[config.mk]
export PLATFORM = sky130hd
export DESIGN_NAME = master_out_port
export DESIGN_NICKNAME = d
export VERILOG_FILES = /design/src/bus_cmd_pkg.sv /design/src/bus_fsm_pkg.sv /design/src/serial_shifter.sv /design/src/request_stage.sv /design/src/arb_select_stage.sv /design/src/transfer_stage.sv /design/src/master_out_port.sv
export VERILOG_INCLUDE_DIRS = /design/src
export SDC_FILE = /design/constraint.sdc
export NUM_CORES = 1
export LEC_CHECK = 0
export BUFFER_PORTS_ARGS = -buffer_cell sky130_fd_sc_hd__clkbuf_2
export CORE_MARGIN = 2
export CORE_UTILIZATION = 55
export CTS_CLUSTER_DIAMETER = 200
export DETAILED_ROUTE_END_ITERATION = 8
export GPL_ROUTABILITY_DRIVEN = 0
export PLACE_DENSITY = 0.8
export SLEW_MARGIN = 20
export SYNTH_ARGS = -nofsm -noshare
export SYNTH_HDL_FRONTEND = slang
export SYNTH_SLANG_ARGS = --single-unit
[constraint.sdc]
create_clock -name clk -period 2.65 [get_ports clk]
set_clock_uncertainty 0.05 [all_clocks]
set_input_delay 0.1325 -clock clk [delete_from_list [all_inputs] [get_ports clk]]
set_output_delay 0.1325 -clock clk [all_outputs]
set_load 0.005 [all_outputs]
[src/bus_defines.svh]
// Bus field widths

`ifndef BUS_DEFINES_SVH
`define BUS_DEFINES_SVH

// ===================================================================
// serial field widths of one command
// ===================================================================

// slave select, sent while approval is requested
`define SLAVE_W 2

// address, sent after the slave handshake
`define ADDR_W 12

// data byte, sent beside the address
`define DATA_W 8

// the data line runs as long as the address line
// so DATA_W must not exceed ADDR_W

`endif

[src/bus_cmd_pkg.sv]
// Command opcode type

`default_nettype none

package bus_cmd_pkg;

	// ===================================================================
	// user instruction code
	// ===================================================================

	// bit 1 marks a command, bit 0 selects read
	// code 01 is not listed and counts as no command
	typedef enum logic [1:0] {
		OP_NONE  = 2'b00,
		OP_WRITE = 2'b10,
		OP_READ  = 2'b11
	} cmd_op_t;

endpackage

`default_nettype wire

[src/bus_fsm_pkg.sv]
// Pipeline stage state types

`default_nettype none

package bus_fsm_pkg;

	// ===================================================================
	// arbitration and slave select stage
	// ===================================================================

	typedef enum logic [2:0] {
		ARB_IDLE,
		ARB_WAIT_FREE,
		ARB_SELECT,
		ARB_WAIT_GRANT,
		ARB_HANDOFF
	} arb_state_t;

	// ===================================================================
	// slave handshake and address/data frame stage
	// ===================================================================

	// finish is the cycle right after the last address bit
	typedef enum logic [2:0] {
		XFER_IDLE,
		XFER_HANDSHAKE,
		XFER_SHIFT,
		XFER_FINISH,
		XFER_READ_WAIT
	} xfer_state_t;

endpackage

`default_nettype wire

[src/serial_shifter.sv]
// LSB first serial shifter

`timescale 1ns/1ps
`default_nettype none

module serial_shifter #(
	parameter int WIDTH = 8
)(
	input wire logic clk,
	input wire logic reset,
	input wire logic load,
	input wire logic [WIDTH-1:0] load_word,
	input wire logic shift,
	output logic bit_out,
	output logic last
);

	localparam int CNT_W = $clog2(WIDTH + 1);

	logic [WIDTH-1:0] word_q;
	logic [WIDTH-1:0] word_src;
	logic [CNT_W-1:0] cnt;
	logic [CNT_W-1:0] cnt_src;

	// load together with shift sends bit 0 of the new word at once
	assign word_src = load ? load_word : word_q;
	assign cnt_src = load ? '0 : cnt;

	// zeros fill in from the top once the word is used up
	always_ff @(posedge clk)
	begin
		if (load || shift)
		begin
			word_q <= shift ? (word_src >> 1) : word_src;
		end
	end

	always_ff @(posedge clk or posedge reset)
	begin
		if (reset)
		begin
			cnt <= '0;
			bit_out <= 1'b0;
			last <= 1'b0;
		end
		else if (shift)
		begin
			bit_out <= word_src[0];
			last <= (cnt_src == CNT_W'(WIDTH - 1));
			// count stops at WIDTH so last fires once per load
			if (cnt_src != CNT_W'(WIDTH))
			begin
				cnt <= cnt_src + 1'b1;
			end
		end
		else
		begin
			bit_out <= 1'b0;
			last <= 1'b0;
			if (load)
			begin
				cnt <= '0;
			end
		end
	end

endmodule

`default_nettype wire

[src/request_stage.sv]
// Command request register

`timescale 1ns/1ps
`default_nettype none

`include "bus_defines.svh"

module request_stage (
	input wire logic clk,
	input wire logic reset,
	input wire bus_cmd_pkg::cmd_op_t instruction,
	input wire logic [`SLAVE_W-1:0] slave_select,
	input wire logic [`ADDR_W-1:0] address,
	input wire logic [`DATA_W-1:0] data,
	output logic master_ready,
	output logic req_valid,
	output bus_cmd_pkg::cmd_op_t req_op,
	output logic [`SLAVE_W-1:0] req_slave,
	output logic [`ADDR_W-1:0] req_address,
	output logic [`DATA_W-1:0] req_data,
	input wire logic req_take
);

	logic cmd_valid;
	logic accept;

	// only write and read start a transfer
	assign cmd_valid = (instruction == bus_cmd_pkg::OP_WRITE) ||
		(instruction == bus_cmd_pkg::OP_READ);
	assign accept = master_ready && cmd_valid;

	// one entry, so ready means empty
	assign req_valid = !master_ready;

	always_ff @(posedge clk or posedge reset)
	begin
		if (reset)
		begin
			master_ready <= 1'b1;
			req_op <= bus_cmd_pkg::OP_NONE;
			req_slave <= '0;
			req_address <= '0;
			req_data <= '0;
		end
		else if (accept)
		begin
			master_ready <= 1'b0;
			req_op <= instruction;
			req_slave <= slave_select;
			req_address <= address;
			req_data <= data;
		end
		else if (req_take)
		begin
			// arbitration keeps its own copy from here on
			master_ready <= 1'b1;
			req_op <= bus_cmd_pkg::OP_NONE;
			req_slave <= '0;
			req_address <= '0;
			req_data <= '0;
		end
	end

endmodule

`default_nettype wire

[src/arb_select_stage.sv]
// Bus arbitration and slave select

`timescale 1ns/1ps
`default_nettype none

`include "bus_defines.svh"

module arb_select_stage (
	input wire logic clk,
	input wire logic reset,
	input wire logic req_valid,
	input wire bus_cmd_pkg::cmd_op_t req_op,
	input wire logic [`SLAVE_W-1:0] req_slave,
	input wire logic [`ADDR_W-1:0] req_address,
	input wire logic [`DATA_W-1:0] req_data,
	output logic req_take,
	input wire logic xfer_ready,
	input wire logic bus_busy,
	input wire logic arbiter_busy,
	input wire logic approval_grant,
	output logic approval_request,
	output logic tx_slave_select,
	output logic hand_valid,
	output bus_cmd_pkg::cmd_op_t hand_op,
	output logic [`ADDR_W-1:0] hand_address,
	output logic [`DATA_W-1:0] hand_data
);

	bus_fsm_pkg::arb_state_t state;

	logic [`SLAVE_W-1:0] slave_q;
	logic [`SLAVE_W-1:0] sel_word;
	logic bus_free;
	logic sel_load;
	logic sel_shift;
	logic sel_last;

	assign bus_free = !bus_busy && !arbiter_busy;

	// start only when the transfer stage can take the grant
	assign req_take = (state == bus_fsm_pkg::ARB_IDLE) && req_valid && xfer_ready && bus_free;

	// a retry sends the whole select again from the held copy
	assign sel_load = req_take || ((state == bus_fsm_pkg::ARB_WAIT_FREE) && bus_free);
	assign sel_word = req_take ? req_slave : slave_q;
	assign sel_shift = sel_load || ((state == bus_fsm_pkg::ARB_SELECT) && !sel_last);

	assign hand_valid = (state == bus_fsm_pkg::ARB_HANDOFF);

	serial_shifter #(
		.WIDTH(`SLAVE_W)
	) select_shifter (
		.clk(clk),
		.reset(reset),
		.load(sel_load),
		.load_word(sel_word),
		.shift(sel_shift),
		.bit_out(tx_slave_select),
		.last(sel_last)
	);

	// command copy held through arbitration
	always_ff @(posedge clk)
	begin
		if (req_take)
		begin
			hand_op <= req_op;
			slave_q <= req_slave;
			hand_address <= req_address;
			hand_data <= req_data;
		end
	end

	// ===================================================================
	// arbitration FSM
	// ===================================================================

	always_ff @(posedge clk or posedge reset)
	begin
		if (reset)
		begin
			state <= bus_fsm_pkg::ARB_IDLE;
			approval_request <= 1'b0;
		end
		else
		begin
			case (state)
				bus_fsm_pkg::ARB_IDLE:
				begin
					if (req_take)
					begin
						state <= bus_fsm_pkg::ARB_SELECT;
						approval_request <= 1'b1;
					end
				end
				bus_fsm_pkg::ARB_WAIT_FREE:
				begin
					if (bus_free)
					begin
						state <= bus_fsm_pkg::ARB_SELECT;
						approval_request <= 1'b1;
					end
				end
				bus_fsm_pkg::ARB_SELECT:
				begin
					// request is held for exactly the select bits
					if (sel_last)
					begin
						state <= bus_fsm_pkg::ARB_WAIT_GRANT;
						approval_request <= 1'b0;
					end
				end
				bus_fsm_pkg::ARB_WAIT_GRANT:
				begin
					// grant wins over a busy bus in the same cycle
					if (approval_grant)
					begin
						state <= bus_fsm_pkg::ARB_HANDOFF;
					end
					else if (bus_busy)
					begin
						state <= bus_fsm_pkg::ARB_WAIT_FREE;
					end
				end
				bus_fsm_pkg::ARB_HANDOFF:
				begin
					state <= bus_fsm_pkg::ARB_IDLE;
				end
				default:
				begin
					state <= bus_fsm_pkg::ARB_IDLE;
					approval_request <= 1'b0;
				end
			endcase
		end
	end

endmodule

`default_nettype wire

[src/transfer_stage.sv]
// Slave handshake and serial frame

`timescale 1ns/1ps
`default_nettype none

`include "bus_defines.svh"

module transfer_stage (
	input wire logic clk,
	input wire logic reset,
	input wire logic hand_valid,
	input wire bus_cmd_pkg::cmd_op_t hand_op,
	input wire logic [`ADDR_W-1:0] hand_address,
	input wire logic [`DATA_W-1:0] hand_data,
	output logic xfer_ready,
	input wire logic slave_ready,
	input wire logic rx_done,
	output logic master_valid,
	output logic write_en,
	output logic read_en,
	output logic tx_address,
	output logic tx_data,
	output logic tx_done
);

	bus_fsm_pkg::xfer_state_t state;

	logic is_read;
	logic shift;
	logic addr_last;
	logic [`DATA_W-1:0] data_word;

	assign xfer_ready = (state == bus_fsm_pkg::XFER_IDLE);

	// both lines move together, first bit right after the handshake
	assign shift = ((state == bus_fsm_pkg::XFER_HANDSHAKE) && slave_ready) ||
		((state == bus_fsm_pkg::XFER_SHIFT) && !addr_last);

	// a read keeps the data line at zero
	assign data_word = (hand_op == bus_cmd_pkg::OP_READ) ? '0 : hand_data;

	assign tx_done = addr_last;

	serial_shifter #(
		.WIDTH(`ADDR_W)
	) addr_shifter (
		.clk(clk),
		.reset(reset),
		.load(hand_valid),
		.load_word(hand_address),
		.shift(shift),
		.bit_out(tx_address),
		.last(addr_last)
	);

	// data runs out before the address and then sends zeros
	serial_shifter #(
		.WIDTH(`DATA_W)
	) data_shifter (
		.clk(clk),
		.reset(reset),
		.load(hand_valid),
		.load_word(data_word),
		.shift(shift),
		.bit_out(tx_data),
		.last()
	);

	// ===================================================================
	// transfer FSM
	// ===================================================================

	always_ff @(posedge clk or posedge reset)
	begin
		if (reset)
		begin
			state <= bus_fsm_pkg::XFER_IDLE;
			master_valid <= 1'b0;
			write_en <= 1'b0;
			read_en <= 1'b0;
			is_read <= 1'b0;
		end
		else
		begin
			case (state)
				bus_fsm_pkg::XFER_IDLE:
				begin
					if (hand_valid)
					begin
						state <= bus_fsm_pkg::XFER_HANDSHAKE;
						master_valid <= 1'b1;
						write_en <= (hand_op == bus_cmd_pkg::OP_WRITE);
						read_en <= (hand_op == bus_cmd_pkg::OP_READ);
						is_read <= (hand_op == bus_cmd_pkg::OP_READ);
					end
				end
				bus_fsm_pkg::XFER_HANDSHAKE:
				begin
					if (slave_ready)
					begin
						state <= bus_fsm_pkg::XFER_SHIFT;
					end
				end
				bus_fsm_pkg::XFER_SHIFT:
				begin
					// enables stay up until the last address bit is out
					if (addr_last)
					begin
						state <= bus_fsm_pkg::XFER_FINISH;
						master_valid <= 1'b0;
						write_en <= 1'b0;
						read_en <= 1'b0;
					end
				end
				bus_fsm_pkg::XFER_FINISH:
				begin
					if (is_read && !rx_done)
					begin
						state <= bus_fsm_pkg::XFER_READ_WAIT;
					end
					else
					begin
						state <= bus_fsm_pkg::XFER_IDLE;
					end
				end
				bus_fsm_pkg::XFER_READ_WAIT:
				begin
					if (rx_done)
					begin
						state <= bus_fsm_pkg::XFER_IDLE;
					end
				end
				default:
				begin
					state <= bus_fsm_pkg::XFER_IDLE;
					master_valid <= 1'b0;
					write_en <= 1'b0;
					read_en <= 1'b0;
				end
			endcase
		end
	end

endmodule

`default_nettype wire

[src/master_out_port.sv]
// Serial bus master output port

`timescale 1ns/1ps
`default_nettype none

`include "bus_defines.svh"

module master_out_port (
	input wire logic clk,
	input wire logic reset,
	input wire bus_cmd_pkg::cmd_op_t instruction,
	input wire logic [`SLAVE_W-1:0] slave_select,
	input wire logic [`ADDR_W-1:0] address,
	input wire logic [`DATA_W-1:0] data,
	output logic master_ready,
	input wire logic bus_busy,
	input wire logic arbiter_busy,
	input wire logic approval_grant,
	output logic approval_request,
	output logic tx_slave_select,
	input wire logic slave_ready,
	input wire logic rx_done,
	output logic master_valid,
	output logic write_en,
	output logic read_en,
	output logic tx_address,
	output logic tx_data,
	output logic tx_done
);

	// request to arbitration
	wire logic req_valid;
	wire logic req_take;
	wire bus_cmd_pkg::cmd_op_t req_op;
	wire logic [`SLAVE_W-1:0] req_slave;
	wire logic [`ADDR_W-1:0] req_address;
	wire logic [`DATA_W-1:0] req_data;

	// arbitration to transfer
	wire logic xfer_ready;
	wire logic hand_valid;
	wire bus_cmd_pkg::cmd_op_t hand_op;
	wire logic [`ADDR_W-1:0] hand_address;
	wire logic [`DATA_W-1:0] hand_data;

	request_stage request_stage_i (
		.clk(clk),
		.reset(reset),
		.instruction(instruction),
		.slave_select(slave_select),
		.address(address),
		.data(data),
		.master_ready(master_ready),
		.req_valid(req_valid),
		.req_op(req_op),
		.req_slave(req_slave),
		.req_address(req_address),
		.req_data(req_data),
		.req_take(req_take)
	);

	arb_select_stage arb_select_stage_i (
		.clk(clk),
		.reset(reset),
		.req_valid(req_valid),
		.req_op(req_op),
		.req_slave(req_slave),
		.req_address(req_address),
		.req_data(req_data),
		.req_take(req_take),
		.xfer_ready(xfer_ready),
		.bus_busy(bus_busy),
		.arbiter_busy(arbiter_busy),
		.approval_grant(approval_grant),
		.approval_request(approval_request),
		.tx_slave_select(tx_slave_select),
		.hand_valid(hand_valid),
		.hand_op(hand_op),
		.hand_address(hand_address),
		.hand_data(hand_data)
	);

	transfer_stage transfer_stage_i (
		.clk(clk),
		.reset(reset),
		.hand_valid(hand_valid),
		.hand_op(hand_op),
		.hand_address(hand_address),
		.hand_data(hand_data),
		.xfer_ready(xfer_ready),
		.slave_ready(slave_ready),
		.rx_done(rx_done),
		.master_valid(master_valid),
		.write_en(write_en),
		.read_en(read_en),
		.tx_address(tx_address),
		.tx_data(tx_data),
		.tx_done(tx_done)
	);

endmodule

`default_nettype wire

# After elaboration in Yosys (flattened, before gate mapping)
# Index checks and enable logic that the tools add are counted.
# Widths: inputs -> output; s select.
# totals
reg_bits	93
in_bits	31
# op_classes
n_addsub	2
n_eq_ne	26
n_mux	50
bitwise	2
reduce_logical	32
# ops
cell	count
$mux 12	3
$mux 8	4
$mux 3	10
$mux 2	8
$pmux 3 s5	1
$mux 1	14
$eq 3x2->1 const B	4
$mux 4	3
$pmux 3 s4	1
$reduce_and 4->1	3
$mux 11	1
$logic_and 1x1->1	10
$ne 2x1->1 const B	5
$ne 2x2->1 const B	5
$pmux 1 s3	3
$eq 2x2->1 const B	4
$mux 7	1
$eq 3x1->1 const B	2
$eq 3x3->1 const B	2
$logic_not 1->1	6
$logic_not 3->1	2
$logic_or 1x1->1	6
$add 4x1->4 const B	1
$eq 4x4->1 const B	1
other kinds (11)	12

# Longest topological paths before layout
# Gate-level depths: netlist of run 1.
# depth
ltp_word	9
mapped_depth	10

# Hierarchy
# A second synthesis of run 1 with hierarchy kept.
# unflattened
cells_unflattened	369
hier_area_um2	4642.0
# modules_own_cells
module	instances	cells_per_inst	area_each_um2	seq_area_each_um2
request_stage	1	110	1173.6	626.9
arb_select_stage	1	59	1006.0	800.8
serial_shifter at transfer_stage_i.addr_shifter	1	72	967.2	510.5
serial_shifter at transfer_stage_i.data_shifter	1	59	757.0	390.4
transfer_stage	1	47	442.9	175.2
serial_shifter at arb_select_stage_i.select_shifter	1	22	295.3	160.2

# Least setup slack after synthesis of run 1
# No wires, ideal clock.
# synth_timing
kind	register to register
from	register transfer_stage_i.state[0]
to	register transfer_stage_i.addr_shifter.word_q[0], enable pin
setup_time_ns	0.380
t_arrival_ns	1.931
slack_ns	0.289
stages_incl_launch_ff	6
synth_period_minus_slack_ns	2.361
path_cell_list	dfrtp_1 > buf_2 > or3b_1 > a21oi_4 > buf_6 > nand2b_1
# synth_between
elab_chain_len	4
# synth_rtl
element	line_no	text
start: declaration	transfer_stage.sv:26	bus_fsm_pkg::xfer_state_t state;
start signal: assignment	transfer_stage.sv:77	state <= bus_fsm_pkg::XFER_IDLE;
start signal: assignment	transfer_stage.sv:90	state <= bus_fsm_pkg::XFER_HANDSHAKE;
start signal: assignment	transfer_stage.sv:101	state <= bus_fsm_pkg::XFER_SHIFT;
$eq 3x1->1 or $eq 3x2->1 (tied branches)	transfer_stage.sv:36, transfer_stage.sv:37	
$logic_and 1x1->1 (on tied branches)	transfer_stage.sv:36, transfer_stage.sv:37	
$logic_or 1x1->1 *	transfer_stage.sv:36	assign shift = ((state == bus_fsm_pkg::XFER_HANDSHAKE) && slave_ready) ||
$logic_or 1x1->1 *	serial_shifter.sv:32	if (load || shift)
end signal: assignment	serial_shifter.sv:34	word_q <= shift ? (word_src >> 1) : word_src;
end: declaration	serial_shifter.sv:20	logic [WIDTH-1:0] word_q;
# Mark *: on every way between the ends. The rest lies on a longest branch, timed or not.
# A chain may end at the register's enable or synchronous reset.

# Worst setup path in the final report of run 1
# layout_timing
from	register arb_select_stage_i.state[1]
to	register transfer_stage_i.data_shifter.word_q[4], enable pin
# layout_between
elab_chain_len	2
# layout_rtl
element	line_no	text
start: declaration	arb_select_stage.sv:29	bus_fsm_pkg::arb_state_t state;
start signal: assignment	arb_select_stage.sv:82	state <= bus_fsm_pkg::ARB_IDLE;
start signal: assignment	arb_select_stage.sv:92	state <= bus_fsm_pkg::ARB_SELECT;
start signal: assignment	arb_select_stage.sv:100	state <= bus_fsm_pkg::ARB_SELECT;
$eq 3x3->1	arb_select_stage.sv:48	assign hand_valid = (state == bus_fsm_pkg::ARB_HANDOFF);
$logic_or 1x1->1	serial_shifter.sv:32	
end signal: assignment	serial_shifter.sv:34	
end: declaration	serial_shifter.sv:20	
# Every way passes these cells.

==> metrics.md, run 1 <==
| Metric | Value |
|---|---|
| Status | finished clean |
| Tightest Pin Transition | 0.862 ns |
| Total CTS buffers | 9 |
| Peak VDD IR | 0.000574 V |
| Rows | 31 |
| Synth warnings | 0 |
| CP max FO | 12 |
| Synthesized area per cell | 12.3 µm² |
| Worst R2R Start | arb_select_stage_i.state[1] |
| Hold path start | instruction[1] |
| Power per standard cell area | 1080 nW/µm² |
| Die area | 7960 µm² |
| # port buffers | 39 |
| Clock Sinks | 93 |
| DRC Markers | 0 |
| Final wirelength | 7780 µm |
| Max_slew headroom | 0.424 |
| Initial antenna violation count | 0 |
| Nets | 423 |
| Setup bufs post-CTS | 0 |
| Number of DRC markers in iteration 0 | 291 |
| Vias per cell | 5.45 |
| Tmin final | 2.19 ns |
| Routed Antenna Nets | 0 |
| WP data required | 2.66 ns |
| Wire per inst | 15.7 µm |
| Lkg Pwr | 0.00203 µW |
| Die Y | 89.2 µm |
| Post-synthesis cell count | 325 |
| Initial Util | 0.560 |
| Critical path class | register to register |
| Largest net degree at the start of global routing | 48 |
| Worst Hold End | request_stage_i.master_ready |
| Top_reg_cell synth | dfrtp_1 |
| Global-route wire length before repair | 12800 µm |
| Final Hold Fails | 0 |
| Synth unique cells | 45 |
| Fmax | 457 MHz |
| Core area | 7140 µm² |
| Post-synth ARST share | 0.505 |
| Vias post-DR | 2691 |
| Flop2flop setup slack | 0.46 ns |
| Die Span X | 89.2 µm |
| Clk root buf | clkbuf_8 |
| Drt first pass iters | 4 |
| Total gr overflow | 0 |
| Slew Viols, Final | 0 |
| Cell mode on critical path | buf_4 |
| Flops & latches, synth | 93 |
| Number of buffers on the longest clock path | 2 |
| Detailed Place HPWL | 5070 µm |
| CP endpoint kind | register |
| Synthesized area | 4000 µm² |
| Final cycle utilization of the critical path | 0.825 |
| Path depth of the worst reg2reg path | 4 |
| Ports | 40 |
| Vias in the first global route | 2657 |
| GRT Total Usage | 0.220 |
| H-tree levels | 3 |
| Worst skew pair latency | 0.35 ns |
| Worst path max stage delay | 0.59 ns |
| Antenna diode count | 0 |
| Worst-path clk slew | 0.09 ns |
| Crit path buf inv count | 2 |
| Worst EP arrival | 2.20 ns |
| CP Launch Type | register |
| RSZ-0062 raised after global routing | false |
| Critical-path top delay cell | or3b_1 |
| Post-synth EDFFs | 44 |
| Share of cells above drive strength 1 | 0.220 |
| Area delta synth->final | 19.3% |
| Sequential-to-total area share from yosys stat | 0.635 |
| WHS Path Cells | 3 |
| Core Util, Final | 0.668 |
| CTS tree | built |
| Max-cap violation count | 0 |
| R2R Path End | transfer_stage_i.data_shifter.word_q[4] |
| Setup violators final | 0 |
| Cell family with most CP delay | simple AND/OR/NAND/NOR gates |
| Number of fill cells | 517 |
| Worst path cell trace | or3b_1, buf_4, nand2b_1, buf_4 |
| Net Count, Synth | 358 |
| HP Class | input port to register |
| Sum of negative setup slack | 0 ns |
==> worst max path at each step <==
stage | from | to | slack (ns) | cells past startpoint
2_1_floorplan | transfer_stage_i.state[0] | transfer_stage_i.addr_shifter.word_q[0] | 0.29 | 5
3_5_place_dp | arb_select_stage_i.state[1] | transfer_stage_i.data_shifter.word_q[5] | 0.47 | 4
4_1_cts | transfer_stage_i.state[1] | transfer_stage_i.data_shifter.word_q[5] | 0.47 | 4
6_report | arb_select_stage_i.state[1] | transfer_stage_i.data_shifter.word_q[4] | 0.46 | 4
5_1_grt | transfer_stage_i.state[1] | transfer_stage_i.data_shifter.word_q[4] | 0.37 | 4
3_3_place_gp | transfer_stage_i.state[0] | transfer_stage_i.data_shifter.word_q[5] | 0.56 | 4
==> timing repair <==
action,4_1_cts,5_1_grt
setup endpoints to repair,0,0
resized for setup,0,0
hold buffers,25,0
endpoints found under the hold margin,70,0
==> cell usage after synthesis (2+ instances only) <==
cell / count / area, µm²
o21a_1: 2 / 15.0
nand3_1: 3 / 15.0
mux4_2: 11 / 248
nor2_1: 11 / 41.3
buf_6: 2 / 22.5
clkbuf_1: 8 / 30.0
a21o_1: 2 / 15.0
and3_1: 11 / 68.8
o21ai_0: 36 / 180
a21oi_1: 13 / 65.1
ha_1: 2 / 25.0
buf_2: 8 / 40.0
or3b_1: 2 / 17.5
nand3b_1: 2 / 15.0
nand2_1: 70 / 263
nand2b_1: 2 / 12.5
mux2_2: 2 / 22.5
nor4_2: 3 / 37.5
nor2b_1: 4 / 25.0
dfrtp_1: 46 / 1150
inv_1: 7 / 26.3
dfxtp_1: 2 / 40.0
and2_1: 2 / 12.5
edfxtp_1: 44 / 1320
mux2i_1: 10 / 100
==> state kept, by name (all words and copies together), names as in the netlist, 2 cells and up <==
signal,count
arb_select_stage_i.select_shifter.cnt,2
request_stage_i.req_slave,2
request_stage_i.req_address,12
transfer_stage_i.state,3
arb_select_stage_i.hand_op,2
request_stage_i.req_data,8
transfer_stage_i.addr_shifter.word_q,12
arb_select_stage_i.select_shifter.word_q,2
transfer_stage_i.addr_shifter.cnt,4
transfer_stage_i.data_shifter.word_q,8
arb_select_stage_i.hand_address,12
arb_select_stage_i.state,3
arb_select_stage_i.hand_data,8
arb_select_stage_i.slave_q,2
request_stage_i.req_op,2
==> stage by stage <==
step	hold slack [ns]	instances	area (µm²)	total power [µW]	worst slack [ns]
global placement	0.245	453	4290	3990	0.559
floorplan	0.149	325	4000	3680	0.289
detailed placement	0.251	453	4290	4100	0.472
CTS	0.0216	494	4760	5160	0.471
finish	0.0472	494	4760	5150	0.463
global route	0.0358	494	4760	5480	0.367
==> placed cells by master, fill, tap and decap left out, drive strengths merged, types with 2 or more instances in the layout <==
cell type	count
and2	2
mux4	11
clkinv	4
mux2	2
nand2b	2
clkbuf	48
nand3	3
and3	11
buf	10
o21ai	37
dlygate4sd3	25
or3b	3
ha	2
nand3b	2
dfrtp	46
edfxtp	44
nor2b	4
nand2	70
a21o	2
o21a	2
nor4	4
dfxtp	2
a21oi	14
bufinv	2
mux2i	10
nor2	11
inv	7
==> worst reg2reg max path: stages, from the launching register on <==
cell	delay, ns
dfrtp_1	0.51
or3b_1	0.59
buf_4	0.26
nand2b_1	0.25
buf_4	0.24
==> kinds of logic (layout without fill, tap and decap cells) <==
family	count (synthesis)	count (layout)	synth area share
xor+xnor	1	1	0.00219
compound gates	61	61	0.0864
mux	23	23	0.0927
fa+ha+maj	2	2	0.00626
simple gates	118	118	0.144
buf+inv	27	97	0.0329
flops	93	93	0.635
==> where the power goes <==
group | internal, µW | leakage, µW | switching (µW)
clock network | 536 | 0.000110 | 491
logic | 734 | 0.000884 | 787
registers | 2270 | 0.00104 | 336
==> cell type report <==
class / instances / area [µm²] / area share
Timing Repair Buffer: 74 / 520 / 0.109
Tap cell: 99 / 124 / 0.0260
Clock inverter: 7 / 98.8 / 0.0207
Clock buffer: 9 / 124 / 0.0260
Sequential cell: 93 / 2540 / 0.533
Inverter: 7 / 27.5 / 0.00578
Multi-Input combinational cell: 205 / 1330 / 0.279
==> layer usage <==
metal  global-route usage  part of all wire
met1                0.302              0.44
met5                    0                 0
met2                0.343              0.50
met3               0.0499             0.042
met4               0.0882             0.019
(Power assumes the default switching activity.)
==> run 2, diff against run 1 <==
Settings changed: ABC_AREA from default to 1.
Clock period 2.65 ns to 2.3 ns, I/O delays scaled along.
==> metrics.md, run 2 <==
| Metric | Value |
|---|---|
| GRT Total Usage | 0.214 (was 0.220) |
| Number of fill cells | 590 (was 517) |
| R2R Path End | transfer_stage_i.addr_shifter.word_q[1] (was transfer_stage_i.data_shifter.word_q[4]) |
| Clk root buf | clkbuf_8 (unchanged) |
| Worst R2R Start | arb_select_stage_i.state[0] (was arb_select_stage_i.state[1]) |
| Total CTS buffers | 9 (unchanged) |
| Wire per inst | 13.7 µm (was 15.7 µm) |
| Max_slew headroom | 0.687 (was 0.424) |
| Tightest Pin Transition | 0.470 ns (was 0.862 ns) |
| Total gr overflow | 0 (unchanged) |
| Core area | 7290 µm² (was 7140 µm²) |
| Detailed Place HPWL | 5300 µm (was 5070 µm) |
| Die Y | 91.0 µm (was 89.2 µm) |
| Net Count, Synth | 448 (was 358) |
| CP startpoint | arb_select_stage_i.state[0] (was arb_select_stage_i.state[1]) |
| CP max FO | 17 (was 12) |
| Peak VDD IR | 0.000574 V (about the same) |
| Drt first pass iters | 4 (unchanged) |
| CP Launch Type | register (unchanged) |
| Final Cell Area | 4870 µm² (was 4760 µm²) |
| Max-cap violation count | 0 (unchanged) |
| Initial Util | 0.571 (was 0.560) |
| Placed cell areas | 4430 µm² (was 4290 µm²) |
| CTS tree | built (unchanged) |
| Yosys top cell area share | 0.317 (was 0.331) |
| Fin Hold WS | 0.0967 ns (was 0.0472 ns) |
| Power per standard cell area | 1210 nW/µm² (was 1080 nW/µm²) |
| DP Worst Slack | 0.568 ns (was 0.472 ns) |
| Synth area leaders | edfxtp_1 32%, dfrtp_1 28%, nand2_1 10% (was edfxtp_1 33%, dfrtp_1 29%, nand2_1 6.6%) |
| Setup violators final | 0 (unchanged) |
| Global-route wire length before repair | 14100 µm (was 12800 µm) |
| Vias post-DR | 3019 (was 2691) |
| Worst skew pair latency | 0.36 ns (was 0.35 ns) |
| Nets | 515 (was 423) |
| Antenna diode count | 0 (unchanged) |
| Post-synth ARST share | 0.505 (unchanged) |
| CP endpoint kind | register (unchanged) |
| Setup crit end | transfer_stage_i.addr_shifter.word_q[1] (was transfer_stage_i.data_shifter.word_q[4]) |
| Die Span X | 91.0 µm (was 89.2 µm) |
| Synthesized area | 4160 µm² (was 4000 µm²) |
| Slew Viols, Final | 0 (unchanged) |
| Ports | 40 (unchanged) |
| Worst-path clk slew | 0.09 ns (about the same) |
| Flops & latches, synth | 93 (unchanged) |
| Post-synth EDFFs | 44 (unchanged) |
| Sum of negative setup slack | 0 ns (unchanged) |
| Worst EP arrival | 1.80 ns (was 2.20 ns) |
| Synth unique cells | 31 (was 45) |
| Biggest regs | arb_select_stage_i.hand_address: 12 flops, request_stage_i.req_address: 12 flops, transfer_stage_i.addr_shifter.word_q: 12 flops (unchanged) |
| Initial antenna violation count | 0 (unchanged) |
| Flop2flop setup slack | 0.56 ns (was 0.46 ns) |
| Most frequent cell after synthesis | nand2_1 (unchanged) |
| H-tree levels | 3 (unchanged) |
| Lkg Pwr | 0.00230 µW (was 0.00203 µW) |
| Status | finished clean (unchanged) |
| DRC Markers | 0 (unchanged) |
| Number of buffers on the longest clock path | 2 (unchanged) |
| Post-synthesis cell count | 415 (was 325) |
| RSZ-0062 raised after global routing | false (unchanged) |
| Synth warnings | 0 (unchanged) |
| Sequential-to-total area share from yosys stat | 0.610 (was 0.635) |
| Die area | 8280 µm² (was 7960 µm²) |
| Top_reg_cell synth | dfrtp_1 (unchanged) |
| Tot Pwr | 5910 µW (was 5150 µW) |
| Area delta synth->final | 17.0% (was 19.3%) |
| # port buffers | 39 (unchanged) |
| Vias per cell | 5.15 (was 5.45) |
| Rows | 31 (unchanged) |
| WP data required | 2.36 ns (was 2.66 ns) |
| Number of DRC markers in iteration 0 | 267 (was 291) |
| Final cycle utilization of the critical path | 0.757 (was 0.825) |
| HP Class | input port to register (unchanged) |
| Synthesized area per cell | 10.0 µm² (was 12.3 µm²) |
| Final wirelength | 8060 µm (was 7780 µm) |
| Fmax | 574 MHz (was 457 MHz) |
| Routed Antenna Nets | 0 (unchanged) |
| Cell type with the largest total area after synthesis | edfxtp_1 (unchanged) |
| Clock Sinks | 93 (unchanged) |
| Most frequent cells in the layout | 111 x nand2_1, 53 x nand3_1, 46 x dfrtp_1 (was 70 x nand2_1, 46 x dfrtp_1, 44 x edfxtp_1) |
| Critical path class | register to register (unchanged) |
| Commonest non-fill, non-tap cell in the layout | nand2_1 (unchanged) |
| Vias in the first global route | 3026 (was 2657) |
| Tmin final | 1.74 ns (was 2.19 ns) |
| Commonest cells in the netlist | 111 x nand2_1, 53 x nand3_1, 46 x dfrtp_1 (was 70 x nand2_1, 46 x dfrtp_1, 44 x edfxtp_1) |
| Largest net degree at the start of global routing | 34 (was 48) |
| Path depth of the worst reg2reg path | 5 (was 4) |
| Worst Slack Setup Final | 0.558 ns (was 0.463 ns) |
| Final Hold Fails | 0 (unchanged) |
| Share of cells above drive strength 1 | 0.214 (was 0.220) |
| CTS resizes | 0 (unchanged) |
-- run 2: cell count changes in the layout (fill, tap and decap cells not counted), sizes merged, moves of 3 or more --
cell,before,now
a21oi,14,7
a31oi,0,13
and3,11,0
inv,7,28
mux2i,10,2
mux4,11,0
nand2,70,120
nand3,3,71
nor2,11,36
nor2b,4,0
nor4,4,1
o21ai,37,17
or3b,3,0
-- run 2: final cells by class --
class / instances / area (µm²) / share of cell area
Clock buffer: 10 / 128 / 0.0262
Tap cell: 99 / 124 / 0.0254
Timing Repair Buffer: 75 / 533 / 0.109
Clock inverter: 6 / 47.5 / 0.00976
Inverter: 27 / 101 / 0.0208
Multi-Input combinational cell: 276 / 1400 / 0.287
Sequential cell: 93 / 2540 / 0.521
-- run 2: how the worst min path moves through the flow --
stage / from / end / slack, ns / cells after the start
6_report: bus_busy / arb_select_stage_i.state[1] / 0.1 / 4
5_1_grt: bus_busy / arb_select_stage_i.state[1] / 0.14 / 4
4_1_cts: bus_busy / arb_select_stage_i.state[1] / 0.08 / 4
3_5_place_dp: reset / request_stage_i.req_data[0] / 0.09 / 2
3_3_place_gp: reset / request_stage_i.req_data[0] / 0.08 / 2
2_1_floorplan: approval_grant / arb_select_stage_i.state[2] / 0.19 / 2
-- run 2: what timing repair did --
item | 4_1_cts | 5_1_grt
setup buffers | 0 | 0
endpoints found under the hold margin | 46 | 0
hold buffers | 27 | 0
-- run 2: power by group --
| group | internal (µW) | switching, µW | total [µW] | leakage (µW) |
|---|---|---|---|---|
| combinational | 765 | 1220 | 1990 | 0.00118 |
| sequential | 2580 | 352 | 2930 | 0.00104 |
| clock | 401 | 592 | 993 | 0.0000868 |
| total | 3740 | 2170 | 5910 | 0.00230 |
-- run 2: worst max-delay path, cell delays in order, from the launching register on --
cell     delay [ns]
dfrtp_1        0.50
nor2_4         0.06
nand2_2        0.23
buf_4          0.28
mux2i_1        0.27
o21ai_0        0.10
-- run 2: metrics by stage --
stage / instances / util
6_report: 586 / 0.668
5_1_grt: 586 / 0.668
4_1_cts: 586 / 0.668
3_5_place_dp: 543 / 0.607
3_3_place_gp: 543 / 0.607
2_1_floorplan: 415 / -
-- run 2: cells by family after synthesis --
logic type | count (synthesis) | synth area share
AO/OA/AOI/OAI | 40 | 0.0541
adder cells (fa/ha/maj) | 2 | 0.00601
buffers and inverters | 46 | 0.0538
flip-flops | 93 | 0.610
multiplexers | 2 | 0.00481
AND/OR/NAND/NOR | 232 | 0.271
-- run 2: per-layer routing --
| metal | part of all wire | global-route usage |
|---|---|---|
| met5 | 0 | 0 |
| met4 | 0.013 | 0.0682 |
| met3 | 0.039 | 0.0390 |
| met2 | 0.48 | 0.349 |
| met1 | 0.46 | 0.295 |
